[config.mk]
export PLATFORM = sky130hd
export DESIGN_NAME = hidden_gate_vector
export DESIGN_NICKNAME = d
export VERILOG_FILES = /design/src/hidden_gate_pkg.sv /design/src/hidden_gate_vector.sv /design/src/vector_fixed_multiplier.sv /design/src/vector_tanh_function.sv
export SDC_FILE = /design/constraint.sdc
export NUM_CORES = 1
export LEC_CHECK = 0
export ABC_AREA = 0
export BUFFER_PORTS_ARGS = -buffer_cell sky130_fd_sc_hd__buf_2
export CAP_MARGIN = 20
export CELL_PAD_IN_SITES_DETAIL_PLACEMENT = 0
export CELL_PAD_IN_SITES_GLOBAL_PLACEMENT = 1
export CORE_UTILIZATION = 44
export DETAILED_ROUTE_END_ITERATION = 16
export PLACE_DENSITY = 0.81
export REMOVE_ABC_BUFFERS = 1
export SYNTH_ARGS = -nofsm -noshare
export SYNTH_HDL_FRONTEND = slang
export SYNTH_SLANG_ARGS = --single-unit
[constraint.sdc]
create_clock -name CLK -period 8.65 [get_ports CLK]
set_input_delay 0.865 -clock CLK [delete_from_list [all_inputs] [get_ports CLK]]
set_output_delay 0.865 -clock CLK [all_outputs]
set_load 0.01 [all_outputs]
[src/hidden_gate_pkg.sv]
// Hidden gate package: Q4.12 widths, saturation bounds, latencies and tanh segment tables

package hidden_gate_pkg;

  ////////////////////////////////////////////////////////////
  // Number format
  ////////////////////////////////////////////////////////////

  // Signed Q4.12 element
  localparam int DATA_WIDTH = 16;
  localparam int FRAC_BITS  = 12;

  // Vector length, up to 255 elements
  localparam int SIZE_WIDTH = 8;

  // 1.0, also the tanh saturation level
  localparam int ONE_FIXED  = 1 << FRAC_BITS;
  localparam int MAX_FIXED  = (1 << (DATA_WIDTH - 1)) - 1;
  localparam int MIN_FIXED  = -(1 << (DATA_WIDTH - 1));

  // Half an LSB of the fraction, added before truncation
  localparam int ROUND_HALF = 1 << (FRAC_BITS - 1);

  ////////////////////////////////////////////////////////////
  // Tanh segmentation
  ////////////////////////////////////////////////////////////

  // Eight segments of width 0.5 over |x| < 4
  localparam int TANH_SEGMENTS = 8;
  localparam int SEG_IDX_BITS  = $clog2(TANH_SEGMENTS);
  // Position inside a segment, 0.5 = 2^(FRAC_BITS-1)
  localparam int SEG_POS_BITS  = FRAC_BITS - 1;

  // Pipeline depths
  localparam int TANH_LATENCY = 2;
  localparam int MULT_LATENCY = 1;

  // Controller states
  localparam logic ST_IDLE = 1'b0;
  localparam logic ST_BUSY = 1'b1;

  // Secant slope of tanh across segment idx
  function automatic logic [DATA_WIDTH-1:0] tanh_slope(input logic [SEG_IDX_BITS-1:0] idx);
    case (idx)
      3'd0:    tanh_slope = 16'd3786;
      3'd1:    tanh_slope = 16'd2453;
      3'd2:    tanh_slope = 16'd1176;
      3'd3:    tanh_slope = 16'd482;
      3'd4:    tanh_slope = 16'd185;
      3'd5:    tanh_slope = 16'd69;
      3'd6:    tanh_slope = 16'd26;
      default: tanh_slope = 16'd9;
    endcase
  endfunction

  // Tanh at the segment start, idx * 0.5
  function automatic logic [DATA_WIDTH-1:0] tanh_offset(input logic [SEG_IDX_BITS-1:0] idx);
    case (idx)
      3'd0:    tanh_offset = 16'd0;
      3'd1:    tanh_offset = 16'd1893;
      3'd2:    tanh_offset = 16'd3119;
      3'd3:    tanh_offset = 16'd3707;
      3'd4:    tanh_offset = 16'd3949;
      3'd5:    tanh_offset = 16'd4041;
      3'd6:    tanh_offset = 16'd4076;
      default: tanh_offset = 16'd4089;
    endcase
  endfunction

endpackage

[src/hidden_gate_vector.sv]
// Hidden gate controller: streams h = o * tanh(s) element by element over one vector
`timescale 1ns/100ps

module hidden_gate_vector import hidden_gate_pkg::*; (
  input  logic                  CLK,
  input  logic                  RST,

  // Control
  input  logic                  START,
  output logic                  READY,

  input  logic                  S_IN_ENABLE,
  input  logic                  O_IN_ENABLE,

  // Data
  input  logic [SIZE_WIDTH-1:0] SIZE_L_IN,
  input  logic [DATA_WIDTH-1:0] S_IN,
  input  logic [DATA_WIDTH-1:0] O_IN,

  output logic                  H_OUT_ENABLE,
  output logic [DATA_WIDTH-1:0] H_OUT
);

  ////////////////////////////////////////////////////////////
  // Signals
  ////////////////////////////////////////////////////////////

  // Controller
  logic                  state;
  logic [SIZE_WIDTH-1:0] size_q;
  logic [SIZE_WIDTH-1:0] in_count;
  logic [SIZE_WIDTH-1:0] out_count;
  logic                  accept;
  logic                  last_out;

  // o held back to meet tanh(s)
  logic [DATA_WIDTH-1:0] o_pipe [TANH_LATENCY];

  // Tanh unit
  logic                  tanh_valid;
  logic [DATA_WIDTH-1:0] tanh_data;

  // Multiplier
  logic                  mult_valid;
  logic [DATA_WIDTH-1:0] mult_data;

  ////////////////////////////////////////////////////////////
  // Accept and completion
  ////////////////////////////////////////////////////////////

  // Both strobes together, and only up to the latched size
  assign accept = (state == ST_BUSY) && S_IN_ENABLE && O_IN_ENABLE &&
                  (in_count < size_q);

  // Next tanh result is the final element
  assign last_out = (out_count == size_q - SIZE_WIDTH'(1));

  ////////////////////////////////////////////////////////////
  // Controller FSM
  ////////////////////////////////////////////////////////////

  always_ff @(posedge CLK or posedge RST) begin
    if (RST) begin
      state     <= ST_IDLE;
      size_q    <= '0;
      in_count  <= '0;
      out_count <= '0;
      READY     <= 1'b0;
    end else begin
      // One-cycle pulse
      READY <= 1'b0;
      case (state)
        ST_IDLE: begin
          if (START) begin
            size_q    <= SIZE_L_IN;
            in_count  <= '0;
            out_count <= '0;
            // Empty vector finishes at once
            if (SIZE_L_IN == '0) begin
              READY <= 1'b1;
            end else begin
              state <= ST_BUSY;
            end
          end
        end

        ST_BUSY: begin
          // START is ignored here
          if (accept) begin
            in_count <= in_count + SIZE_WIDTH'(1);
          end
          // Counted as results enter the multiplier, so READY
          // registers on the same edge as the last product
          if (tanh_valid) begin
            out_count <= out_count + SIZE_WIDTH'(1);
            if (last_out) begin
              READY <= 1'b1;
              state <= ST_IDLE;
            end
          end
        end
      endcase
    end
  end

  ////////////////////////////////////////////////////////////
  // o delay line
  ////////////////////////////////////////////////////////////

  // Free-running shift, one stage per tanh stage
  always_ff @(posedge CLK) begin
    o_pipe[0] <= O_IN;
    for (int i = 1; i < TANH_LATENCY; i++) begin
      o_pipe[i] <= o_pipe[i-1];
    end
  end

  ////////////////////////////////////////////////////////////
  // Datapath
  ////////////////////////////////////////////////////////////

  // tanh(s)
  vector_tanh_function tanh_unit (
    .CLK            (CLK),
    .RST            (RST),
    .DATA_IN_ENABLE (accept),
    .DATA_IN        (S_IN),
    .DATA_OUT_ENABLE(tanh_valid),
    .DATA_OUT       (tanh_data)
  );

  // o * tanh(s)
  vector_fixed_multiplier multiplier_unit (
    .CLK            (CLK),
    .RST            (RST),
    .DATA_IN_ENABLE (tanh_valid),
    .DATA_A_IN      (o_pipe[TANH_LATENCY-1]),
    .DATA_B_IN      (tanh_data),
    .DATA_OUT_ENABLE(mult_valid),
    .DATA_OUT       (mult_data)
  );

  // Products leave in input order
  assign H_OUT_ENABLE = mult_valid;
  assign H_OUT        = mult_data;

endmodule

[src/vector_fixed_multiplier.sv]
// Vector multiplier: element-wise Q4.12 product with round-to-nearest and saturation
`timescale 1ns/100ps

module vector_fixed_multiplier import hidden_gate_pkg::*; (
  input  logic                  CLK,
  input  logic                  RST,
  input  logic                  DATA_IN_ENABLE,
  input  logic [DATA_WIDTH-1:0] DATA_A_IN,
  input  logic [DATA_WIDTH-1:0] DATA_B_IN,
  output logic                  DATA_OUT_ENABLE,
  output logic [DATA_WIDTH-1:0] DATA_OUT
);

  // Full-width product, Q8.24
  logic signed [2*DATA_WIDTH-1:0] product;
  logic signed [2*DATA_WIDTH-1:0] rounded;
  logic signed [2*DATA_WIDTH-1:0] shifted;
  logic        [DATA_WIDTH-1:0]   sat_result;

  // Output stages
  logic                  valid_pipe [MULT_LATENCY];
  logic [DATA_WIDTH-1:0] data_pipe  [MULT_LATENCY];

  always_comb begin
    product = $signed(DATA_A_IN) * $signed(DATA_B_IN);
    // Half LSB then arithmetic shift, ties go up
    rounded = product + (2*DATA_WIDTH)'(ROUND_HALF);
    shifted = rounded >>> FRAC_BITS;
    // Clip to the Q4.12 range
    if (shifted > MAX_FIXED) begin
      sat_result = DATA_WIDTH'(MAX_FIXED);
    end else if (shifted < MIN_FIXED) begin
      sat_result = DATA_WIDTH'(MIN_FIXED);
    end else begin
      sat_result = shifted[DATA_WIDTH-1:0];
    end
  end

  // Result register with its strobe
  always_ff @(posedge CLK or posedge RST) begin
    if (RST) begin
      for (int i = 0; i < MULT_LATENCY; i++) begin
        valid_pipe[i] <= 1'b0;
        data_pipe[i]  <= '0;
      end
    end else begin
      valid_pipe[0] <= DATA_IN_ENABLE;
      data_pipe[0]  <= sat_result;
      for (int i = 1; i < MULT_LATENCY; i++) begin
        valid_pipe[i] <= valid_pipe[i-1];
        data_pipe[i]  <= data_pipe[i-1];
      end
    end
  end

  assign DATA_OUT_ENABLE = valid_pipe[MULT_LATENCY-1];
  assign DATA_OUT        = data_pipe[MULT_LATENCY-1];

endmodule

[src/vector_tanh_function.sv]
// Vector tanh unit: two-stage piecewise-linear tanh on a stream of Q4.12 elements
`timescale 1ns/100ps

module vector_tanh_function import hidden_gate_pkg::*; (
  input  logic                  CLK,
  input  logic                  RST,
  input  logic                  DATA_IN_ENABLE,
  input  logic [DATA_WIDTH-1:0] DATA_IN,
  output logic                  DATA_OUT_ENABLE,
  output logic [DATA_WIDTH-1:0] DATA_OUT
);

  localparam int PROD_WIDTH = DATA_WIDTH + SEG_POS_BITS;

  // Stage 1 values
  logic                    in_sign;
  logic [DATA_WIDTH-1:0]   in_abs;
  logic                    s1_valid;
  logic                    s1_sign;
  logic                    s1_sat;
  logic [DATA_WIDTH-1:0]   s1_abs;

  // Fields of the registered magnitude
  logic [SEG_IDX_BITS-1:0] seg_idx;
  logic [SEG_POS_BITS-1:0] seg_pos;

  // Stage 2 arithmetic
  logic [DATA_WIDTH-1:0]   slope;
  logic [DATA_WIDTH-1:0]   offs;
  logic [PROD_WIDTH-1:0]   prod;
  logic [DATA_WIDTH:0]     interp;
  logic [DATA_WIDTH-1:0]   mag;
  logic [DATA_WIDTH-1:0]   result;

  ////////////////////////////////////////////////////////////
  // Stage 1: sign and magnitude
  ////////////////////////////////////////////////////////////

  assign in_sign = DATA_IN[DATA_WIDTH-1];

  // -(-8.0) does not fit, clip to the largest positive value
  assign in_abs = !in_sign ? DATA_IN :
                  (DATA_IN == DATA_WIDTH'(MIN_FIXED)) ? DATA_WIDTH'(MAX_FIXED) : -DATA_IN;

  always_ff @(posedge CLK or posedge RST) begin
    if (RST) begin
      s1_valid <= 1'b0;
    end else begin
      s1_valid <= DATA_IN_ENABLE;
    end
  end

  // Payload follows the strobe
  always_ff @(posedge CLK) begin
    s1_sign <= in_sign;
    s1_abs  <= in_abs;
    // |x| >= 4.0 sits above the segment table
    s1_sat  <= in_abs[SEG_POS_BITS+SEG_IDX_BITS];
  end

  // Bits 13:11 pick the segment, 10:0 the place in it
  assign seg_idx = s1_abs[SEG_POS_BITS +: SEG_IDX_BITS];
  assign seg_pos = s1_abs[SEG_POS_BITS-1:0];

  ////////////////////////////////////////////////////////////
  // Stage 2: interpolate, clamp, restore sign
  ////////////////////////////////////////////////////////////

  always_comb begin
    slope  = tanh_slope(seg_idx);
    offs   = tanh_offset(seg_idx);
    // Slope times position, rounded to nearest
    prod   = slope * seg_pos + PROD_WIDTH'(ROUND_HALF);
    interp = {1'b0, offs} + (DATA_WIDTH + 1)'(prod >> FRAC_BITS);
    // Never above 1.0
    if (s1_sat || interp > (DATA_WIDTH + 1)'(ONE_FIXED)) begin
      mag = DATA_WIDTH'(ONE_FIXED);
    end else begin
      mag = interp[DATA_WIDTH-1:0];
    end
    // Odd function
    result = s1_sign ? -mag : mag;
  end

  always_ff @(posedge CLK or posedge RST) begin
    if (RST) begin
      DATA_OUT_ENABLE <= 1'b0;
    end else begin
      DATA_OUT_ENABLE <= s1_valid;
    end
  end

  always_ff @(posedge CLK) begin
    DATA_OUT <= result;
  end

endmodule
======== After elaboration in Yosys (flattened, before gate mapping) ========
Memories as Yosys holds them, arrays and structs flattened.
Index checks and enable logic that the tools add are counted.
cells by class
  multiplexer cells ....................... 23
  eq/ne operators ......................... 11
  $add $sub $neg .......................... 8
  bitwise gates (word level) .............. 1
  multiply operators ...................... 2
  order comparisons ....................... 4
  reduce and logical (&&, ||, !) cells .... 9
operators with widths
  cell                                                           number
  one-hot mux 12 bit (7 select lines)                            2
  2-to-1 mux 16 bit                                              4
  adder 32 x 13 -> 32 bit (second input constant)                1
  multiplier 16 x 16 -> 32 bit                                   1
  one-hot mux 8 bit (2 select lines)                             2
  2-to-1 mux 15 bit                                              2
  adder 27 x 12 -> 27 bit (second input constant)                1
  2-to-1 mux 8 bit                                               3
  multiplier 12 x 11 -> 23 bit                                   1
  > comparator 20 x 16 -> 1 bit (second input constant)          1
  less-than comparator 20 x 16 -> 1 bit (second input constant)  1
  > comparator 17 x 13 -> 1 bit (second input constant)          1
  adder 12 x 15 -> 16 bit                                        1
  adder 8 x 1 -> 8 bit (second input constant)                   2
  equality test 16 bit (second input constant)                   1
  negator 16 bit                                                 1
  negator 15 bit                                                 1
  equality test 3 bit (second input constant)                    3
  equality test 8 bit                                            1
  zero test 8 bit                                                1
  less-than comparator 8 bit                                     1
  2-to-1 mux 1 bit                                               8
  subtractor 8 x 1 -> 8 bit (second input constant)              1
  equality test 3 x 2 -> 1 bit (second input constant)           2
  other kinds (9)                                                15
word-level totals
  logic and storage cells ................. 72
  memories kept ........................... 1
  register bits after elaboration ......... 77
  bits in writable memories ............... 32
memory list
  memory  depth  bits a word  rd ports  clocked after Yosys merged registers in  wr ports  line                      source
  o_pipe  2      16           2         0                                        2         hidden_gate_vector.sv:37  logic [DATA_WIDTH-1:0] o_pipe [TANH_LATENCY];

======== Longest topological paths before layout ========
Gate-level depths: netlist of run 1.
  depth in word-level cells ............... 10
  gate-level depth with buffers ........... 46
  depth with buffers taken out ............ 44

======== By module ========
From an unflattened synthesis of run 1, not the netlist that was laid out.
second synthesis, totals
  cell total of the unflattened synthesis .. 2137
  area total of the unflattened synthesis .. 19319.8 um2
modules (own cells, without submodules)
  module                   cells an instance  area each (um2)  sequential area each (um2)  instances
  vector_fixed_multiplier  1152               10541.4          425.4                       1
  vector_tanh_function     780                6582.6           690.7                       1
  hidden_gate_vector       205                2195.9           1291.2                      1

======== Least setup slack after synthesis of run 1 ========
No wires, ideal clock.
  path type ............................... reg2reg
  start ................................... reg tanh_unit.s1_abs[13]
  end ..................................... reg tanh_unit.DATA_OUT[8]
  stages on the path, launching flop included .. 41
  path buffers ............................ 4
  arrival time ............................ 9222 ps
  setup slack ............................. -643 ps
  data required time ...................... 8579 ps
  path through ............................ dfxtp_1 clkbuf_1 nor2_1 inv_1 nor2_1 clkbuf_1 nand2_1 fa_1 inv_1 fa_1 inv_1 fa_1 fa_1 fa_1 inv_1 ha_1 clkbuf_1 a21o_1 [5 not listed] and3_1 xor2_1 ha_1 nand2_1 nand3_1 a211o_1 a221oi_4 nor2_2 a221oi_2 o31a_4 buf_6 nand2b_1 ha_1 nand3_1 or3_1 nand3b_1 a211o_1 o21ai_1
on the way
  longest elaborated chain between the ends .. 10
RTL lines
  what                                               line                                          source
  start: declaration                                 vector_tanh_function.sv:21                    logic [DATA_WIDTH-1:0] s1_abs;
  start signal: assignment                           vector_tanh_function.sv:56                    s1_abs <= in_abs;
  equality test 3 bit, or another cell as far along  hidden_gate_pkg.sv:44, hidden_gate_pkg.sv:58
  one-hot mux 12 bit (7 select lines)                hidden_gate_pkg.sv:44                         case (idx)
  multiplier 12 x 11 -> 23 bit                       vector_tanh_function.sv:73                    prod = slope * seg_pos + PROD_WIDTH'(ROUND_HALF);
  adder 27 x 12 -> 27 bit                            vector_tanh_function.sv:73
  adder 12 x 15 -> 16 bit *                          vector_tanh_function.sv:74                    interp = {1'b0, offs} + (DATA_WIDTH + 1)'(prod >> FRAC_BITS);
  > comparator 17 x 13 -> 1 bit                      vector_tanh_function.sv:76                    if (s1_sat || interp > (DATA_WIDTH + 1)'(ONE_FIXED)) begin
  logical OR 1 bit                                   vector_tanh_function.sv:76
  2-to-1 mux 16 bit *                                vector_tanh_function.sv:76
  negator 16 bit                                     vector_tanh_function.sv:82                    result = s1_sign ? -mag : mag;
  2-to-1 mux 16 bit *                                vector_tanh_function.sv:82
  net tanh_unit.result[8]                            vector_tanh_function.sv:33                    logic [DATA_WIDTH-1:0] result;
  end signal: assignment                             vector_tanh_function.sv:94                    DATA_OUT <= result;
  end: declaration                                   vector_tanh_function.sv:10                    output logic [DATA_WIDTH-1:0] DATA_OUT
Mark *: on every way through the listed nets, which the timed path passes. The rest lies on a longest branch.
A chain may end at the register's enable or synchronous reset.

======== Final worst setup path of run 1 ========
  start ................................... reg tanh_unit.s1_abs[11]
  end ..................................... reg tanh_unit.DATA_OUT[8]
The elaborated chain is that of the path after synthesis.

==> results.txt, run 1 <==
GP Congestion = 0.893
CTS Buffer Depth = 2
CP max-delay cell = fa_1
die area = 43600 um2
Yosys Warn Count = 0
vias in the first global route = 15.1k
row count = 75
cell taking the most area after synthesis = fa_1
initial antenna violation count = 1
EDFF count, synth = 0
Synth top area share = 37.4%
Pins Over Slew Limit = 0
# setup viols final = 4
n_diodes = 0
initial drt markers = 684
status = finished, violations left
minimum clock period after layout = 8.74 ns
Vias = 14.0k
H-tree levels = 3
Yosys reg bits = 109
commonest non-fill, non-tap cell in the layout = inv_1
I/O pin count = 63
WL final = 41200 um
CTS Buf Count = 9
Via density = 5.09
Fmax = 114 MHz
CP max stage delay = 0.57 ns
die width = 209 um
dpl cells = 2713
Data arrival, critical path = 9.05 ns
Mapped Cells = 2057
Avg Inst Size Synth = 9.14 um2
Core Footprint = 42000 um2
Final Hold Vio Count = 0
CTS tree = built
Final Worst Setup Slack = -0.0879 ns
Worst Max-Slew Pin Slew = 0.890 ns
TritonRoute pass-1 iters = 6
WP data required = 8.97 ns
largest net degree at the start of global routing = 46
die span in y = 209 um
Clock Latency Late Sink = 0.38 ns
Critical Path End Type = register
Final #Nets = 2764
Slew HR = 40.4%
HP Class = register to register
drc violations = 0
Post-DRT Antenna Nets = 0
critical path class = register to register
sequential area share after synthesis = 12.8%
PortBufs = 62
Initial Util = 44.7%
post-route clock skew = 0.0104 ns
Remaining Overflow, GRT = 0
RSZ-0062 raised after global routing = true
final period utilization = 101%
synth top area cells = fa_1, ha_1, inv_1, dfxtp_1, nand2_1
Most Frequent Cell on Critical Path = fa_1
global-route wire length before repair = 72100 um
Post-Syn Area = 18800 um2
Layout Cells excl Fill = 2752
Final Util = 50.7%
average wire per standard cell = 15.0 um
share of cells above drive strength 1 = 14.1%
DP Wirelength = 34300 um
clk sinks = 109
Setup WS pre-CTS = -0.433 ns
Syn-to-layout area delta = 13.3%
Main synth FF type = dfxtp_1
cts hold-fix bufs = 0
filler instances = 3953
failing checks = negative setup slack
async set-reset flop share out of synthesis = 41.3%
most frequent cells in the layout = inv_1, fa_1, nand2_1
synth unique cells = 77
root cell of the clock tree = clkbuf_16
gr usage total = 20.3%
max-cap violations = 0
crit start category = register
CTS clock-pin slew for the worst setup and hold paths = 0.08 ns
CP max FO = 7
## cell type report
class                      instances  area, um2  area share, %
tap                              539        674           3.17
multi-input combinational       1467      14900           70.1
clock buffer                      10        229           1.07
timing repair buffer             208       1430           6.71
inverter                         413       1550           7.28
sequential                       109       2420           11.3
clock inverter                     6       67.6          0.317
## flip-flops by register name, summed over array words and instances, names as in the netlist, 8 cells and up
register                  count
in_count                      8
size_q                        8
multiplier_unit.DATA_OUT     16
o_pipe                       32
tanh_unit.s1_abs             14
tanh_unit.DATA_OUT           16
out_count                     8
## metal layers
layer	GRT usage [%]	vias to the layer above	part of all wire (%)
met5	0	-	0
met4	4.44	0	1.3
met3	2.48	34	3.6
met2	35.7	217	50
met1	26.7	7079	45
li1	-	6665	-
## synthesized netlist by cell type (8+ instances only)
cell type / count
a211oi_1: 8
nor2_1: 43
nand2b_1: 22
o21ai_0: 39
nor2b_1: 8
nor3_1: 16
nand2_1: 304
ha_1: 160
or3_1: 10
dfrtp_1: 45
o31ai_1: 10
dfxtp_1: 64
and2_1: 156
nand4_1: 13
nand3_1: 28
fa_1: 351
inv_1: 412
o21a_1: 10
a21oi_1: 47
clkbuf_1: 65
o211ai_1: 12
xnor2_1: 52
a21o_1: 35
xor2_1: 32
and3_1: 8
## metrics by stage
step | area (um2) | hold WS [ns] | setup TNS, ns
global placement | 20400 | 0.315 | -0.906
global route | 21300 | 0.327 | -1.84
CTS | 21000 | 0.332 | 0
finish | 21300 | 0.329 | -0.132
detailed placement | 20400 | 0.314 | -2.20
floorplan | 18500 | 0.310 | -4.41
## kinds of logic after synthesis
family | Yosys count | synth area share, %
adders and majority gates | 511 | 48.0
AOI/OAI and AO/OA | 226 | 8.61
buffers and inverters | 481 | 9.66
and+or+nand+nor | 640 | 16.7
DFF | 109 | 12.8
muxes | 6 | 0.333
xor gates and xnor gates | 84 | 3.91
## timing repair
item,in CTS,in global routing
gates resized for setup,42,52
pin swaps,32,37
setup buffers,12,10
setup endpoints to repair,7,8
## path summary, 6_finish.rpt
kind | startpoint | to | slack [ns] | cells after the start
max in group asynchronous | RST | multiplier_unit.DATA_OUT[1] | 7.86 | 3
min reg2reg | o_pipe[0][2] | o_pipe[0][18] | 0.33 | 0
max | tanh_unit.s1_abs[11] | tanh_unit.DATA_OUT[8] | -0.09 | 39
min | o_pipe[0][2] | o_pipe[0][18] | 0.33 | 0
max reg2reg | tanh_unit.s1_abs[11] | tanh_unit.DATA_OUT[8] | -0.09 | 39
min in group asynchronous | RST | size_q[5] | 0.34 | 2
## critical path, delay by kind of cell (launching register included)
kind / cells / cell delay [ns]
buf+inv: 7 / 0.73
flops: 1 / 0.38
fa+ha+maj: 8 / 3.11
simple gates: 13 / 2.02
xor+xnor: 2 / 0.34
compound gates: 9 / 2.09
Power of run 1 is left out: the tool's default activity adds up to more than one toggle a clock period on the data nets, which glitch-free logic cannot reach.
==> inputs of run 2 (changes only) <==
--- a/config.mk
+++ b/config.mk
@@ -7,11 +7,13 @@
 export LEC_CHECK = 0
 export ABC_AREA = 0
 export BUFFER_PORTS_ARGS = -buffer_cell sky130_fd_sc_hd__buf_2
-export CAP_MARGIN = 20
+export CAP_MARGIN = 10
 export CELL_PAD_IN_SITES_DETAIL_PLACEMENT = 0
 export CELL_PAD_IN_SITES_GLOBAL_PLACEMENT = 1
+export CORE_MARGIN = 10
 export CORE_UTILIZATION = 44
 export DETAILED_ROUTE_END_ITERATION = 16
+export MAX_ROUTING_LAYER = met4
 export PLACE_DENSITY = 0.81
 export REMOVE_ABC_BUFFERS = 1
 export SYNTH_ARGS = -nofsm -noshare
==> run 2 against run 1 <==
Effect of this change:
- the flow now finishes without violations
- sequential cell count is the same
- setup slack improved by 0.12 ns
- final area unchanged
- first-iteration DRC count grew 7.0%
- die area rose by 18%
- maximum frequency up 1.4%
==> results.txt, run 2 (synthesized netlist as in run 1, its figures left out) <==
status = complete, no violations
RSZ-0062 raised after global routing = true
r2r setup slk = 0.03 ns
Post-DRT Antenna Nets = 0
n_diodes = 0
Vias = 14.0k
CP max FO = 6
most frequent cells in the layout = inv_1, fa_1, nand2_1
WL final = 42100 um
global-route wire length before repair = 73300 um
PortBufs = 62
Data arrival, critical path = 8.92 ns
max-cap violations = 0
commonest non-fill, non-tap cell in the layout = inv_1
Initial Util = 44.6%
Syn-to-layout area delta = 13.3%
die width = 227 um
# setup viols final = 0
Setup TNS = 0 ns
Critical Path End Type = register
dpl cells = 2706
vias in the first global route = 15.2k
DP Wirelength = 35300 um
Pins Over Slew Limit = 0
CP max stage delay = 0.57 ns
Via density = 5.12
CP max-delay cell = fa_1
clk sinks = 109
crit start category = register
die area = 51400 um2
GP Congestion = 0.894
Clock Latency Late Sink = 0.38 ns
Fmax = 116 MHz
TritonRoute pass-1 iters = 5
average wire per standard cell = 15.3 um
Final #Nets = 2757
HP Class = register to register
minimum clock period after layout = 8.62 ns
Slew HR = 36.8%
die span in y = 227 um
CTS Buffer Depth = 2
root cell of the clock tree = clkbuf_16
H-tree levels = 3
critical path class = register to register
CTS tree = built
post-route clock skew = 0.0114 ns
gr usage total = 17.9%
I/O pin count = 63
Final Hold Vio Count = 0
initial drt markers = 732
CTS clock-pin slew for the worst setup and hold paths = 0.08 ns
CTS Buf Count = 9
biggest regs = o_pipe (32), multiplier_unit.DATA_OUT (16), tanh_unit.DATA_OUT (16)
Layout Cells excl Fill = 2745
Core Footprint = 42100 um2
share of cells above drive strength 1 = 14.1%
Worst Max-Slew Pin Slew = 0.947 ns
largest net degree at the start of global routing = 46
max FFs per register = 32
WP data required = 8.96 ns
Remaining Overflow, GRT = 0
final period utilization = 99.6%
drc violations = 0
Largest Register = o_pipe
initial antenna violation count = 0
row count = 75
-- run 2: metal layers --
metal  share of wire [%]  vias up  global-route usage [%]
li1                    -     6642                       -
met1                  44     7126                    22.6
met2                  50      249                    30.0
met3                 4.0       31                    2.43
met4                 1.5        0                    4.03
met5                   0        -                       -
-- run 2: layout make-up --
cell class	count	area, um2
well taps	539	674
multi-input cells	1467	15000
clock inverters	6	67.6
inverters	413	1550
fillers	3928	20800
flip-flops and latches	109	2420
repair buffers	201	1370
clock buffers	10	229
-- run 2: timing repair --
action,4_1_cts,5_1_grt
buffers inserted,10,14
resized for setup,47,62
hold buffers,0,0
pin swaps,24,57
setup endpoints to repair,7,11
-- run 2: path summary, 6_finish.rpt --
kind / startpoint / endpoint / depth (start not counted)
setup reg to reg: tanh_unit.s1_abs[11] / tanh_unit.DATA_OUT[8] / 39
hold reg to reg: o_pipe[0][2] / o_pipe[0][18] / 0
hold / removal: o_pipe[0][2] / o_pipe[0][18] / 0
setup / recovery: tanh_unit.s1_abs[11] / tanh_unit.DATA_OUT[8] / 39
max in group asynchronous: RST / multiplier_unit.DATA_OUT[0] / 2
min in group asynchronous: RST / size_q[7] / 2
-- run 2: worst max-delay path: cells and delay by family, from the launching register on --
kind                       cells  cell delay (ns)
muxes                          1             0.27
AOI/OAI and AO/OA             10             1.99
DFF                            1             0.39
buffers and inverters          6             0.78
and+or+nand+nor               13             2.07
xor gates and xnor gates       1             0.16
adders and majority gates      8             2.91
-- run 2: metrics by stage --
step	utilization (%)	setup WS [ns]	instance area, um2	hold WS [ns]
6_report	50.6	0.0339	21300	0.329
5_1_grt	50.6	-0.389	21300	0.335
4_1_cts	49.7	0.000636	20900	0.329
3_5_place_dp	48.4	-0.436	20400	0.312
3_3_place_gp	48.4	-0.178	20400	0.312
2_1_floorplan	-	-0.828	18500	0.310
Power of run 2 is left out for the same reason.
==> inputs of run 3 (changes only) <==
--- a/config.mk
+++ b/config.mk
@@ -14,7 +14,7 @@
 export CORE_UTILIZATION = 44
 export DETAILED_ROUTE_END_ITERATION = 16
 export MAX_ROUTING_LAYER = met4
-export PLACE_DENSITY = 0.81
+export PLACE_DENSITY = 0.78
 export REMOVE_ABC_BUFFERS = 1
 export SYNTH_ARGS = -nofsm -noshare
 export SYNTH_HDL_FRONTEND = slang
==> constraint.sdc (replaced) <==
create_clock -name CLK -period 9.75 [get_ports CLK]
set_input_delay 0.975 -clock CLK [delete_from_list [all_inputs] [get_ports CLK]]
set_output_delay 0.975 -clock CLK [all_outputs]
set_load 0.01 [all_outputs]
==> run 3 against run 2 <==
Effect of this change:
- first-iteration DRC count is 5.6% lower
- utilization fell by 2.9 points
- count of clock-buffer cells in the layout did not move
- final cell count decreased by 4.2%
- sequential share of layout area grew 0.66 points
- wire length shrank 1.6%
- die area stayed put
- setup slack gained 0.48 ns
==> results.txt, run 3 (synthesized netlist as in run 1, its figures left out) <==
die width = 227 um
WP data required = 10.05 ns
cts hold-fix bufs = 0
crit start category = register
post-route clock skew = 0.0114 ns
max-cap violations = 0
critical path class = register to register
root cell of the clock tree = clkbuf_16
WL final = 41400 um
gr usage total = 17.6%
most frequent cells in the layout = inv_1, fa_1, nand2_1
HP Class = register to register
PortBufs = 62
CP max stage delay = 0.54 ns
Clock Latency Late Sink = 0.38 ns
vias in the first global route = 14.7k
RSZ-0062 raised after global routing = false
CP max FO = 9
CTS clock-pin slew for the worst setup and hold paths = 0.08 ns
initial antenna violation count = 0
hold_ws = 0.330 ns
initial drt markers = 691
Final Util = 47.7%
Pins Over Slew Limit = 0
largest net degree at the start of global routing = 46
status = complete, no violations
Final Worst Setup Slack = 0.516 ns
Most Frequent Cell on Critical Path = fa_1
Largest Register = o_pipe
Syn-to-layout area delta = 6.91%
Setup WS pre-CTS = -0.0764 ns
H-tree levels = 3
n_diodes = 0
dpl cells = 2608
row count = 75
TritonRoute pass-1 iters = 5
Final #Nets = 2641
Vias = 13.6k
max FFs per register = 32
minimum clock period after layout = 9.23 ns
GP Congestion = 0.886
Post-DRT Antenna Nets = 0
Remaining Overflow, GRT = 0
Final Hold Vio Count = 0
die span in y = 227 um
# setup viols final = 0
CTS Buf Count = 9
commonest non-fill, non-tap cell in the layout = inv_1
CTS tree = built
Via density = 5.19
CP max-delay cell = fa_1
CTS Buffer Depth = 2
DP Wirelength = 34000 um
global-route wire length before repair = 71300 um
Layout Cells excl Fill = 2629
share of cells above drive strength 1 = 6.75%
I/O pin count = 63
drc violations = 0
Initial Util = 44.6%
biggest regs = o_pipe (32), multiplier_unit.DATA_OUT (16), tanh_unit.DATA_OUT (16)
Core Footprint = 42100 um2
final period utilization = 94.7%
clk sinks = 109
Slew HR = 36.2%
Worst Max-Slew Pin Slew = 0.956 ns
Critical Path End Type = register
Data arrival, critical path = 9.53 ns
filler instances = 4057
Fmax = 108 MHz
die area = 51400 um2
average wire per standard cell = 15.8 um
==> run 3: repair_timing <==
| action | CTS | global route |
|---|---|---|
| pin swaps | 0 | 7 |
| cloned | 0 | 0 |
| setup endpoints to repair | 4 | 7 |
| resized for setup | 5 | 26 |
| buffers inserted | 0 | 5 |
| endpoints found under the hold margin | 0 | 0 |
==> run 3: worst paths after layout <==
path                                 startpoint  slack [ns]                     endpoint  depth (start not counted)
min in group asynchronous                   RST        0.81                    size_q[6]                          2
max in group asynchronous                   RST        8.34  multiplier_unit.DATA_OUT[4]                          2
max                        tanh_unit.s1_abs[11]        0.52        tanh_unit.DATA_OUT[8]                         35
min                                o_pipe[0][0]        0.33                o_pipe[0][16]                          0
max reg2reg                tanh_unit.s1_abs[11]        0.52        tanh_unit.DATA_OUT[8]                         35
min reg2reg                        o_pipe[0][0]        0.33                o_pipe[0][16]                          0
==> run 3: metal layers <==
metal  vias to the layer above  global-route usage (%)  wire, um
met2                       244                    29.6     20600
li1                       6415                       -         -
met3                        61                    2.80      1580
met1                      6926                    21.7     18300
met4                         0                    4.72       955
met5                         -                       -         0
==> run 3: critical path, delay by kind of cell (launching register included) <==
kind                     cells  cell delay, ns
adder cells (fa/ha/maj)     10            3.88
buffers and inverters        3            0.14
AND/OR/NAND/NOR             12            2.32
flip-flops                   1            0.41
AO/OA/AOI/OAI               10            2.39
==> run 3: final cells by class <==
class	count	area (um2)	share of cell area, %
clock buffers	10	229	1.14
clock inverters	6	67.6	0.336
inverters	413	1550	7.71
multi-input cells	1467	14700	73.0
flip-flops and latches	109	2410	12.0
well taps	539	674	3.36
repair buffers	85	487	2.42
==> run 3: stage by stage <==
stage / TNS (ns) / cell area [um2]
6_report: 0 / 20100
5_1_grt: 0 / 20100
4_1_cts: 0 / 20000
3_5_place_dp: -0.162 / 19700
3_3_place_gp: 0 / 19700
2_1_floorplan: 0 / 18500
Power of run 3 is left out for the same reason.
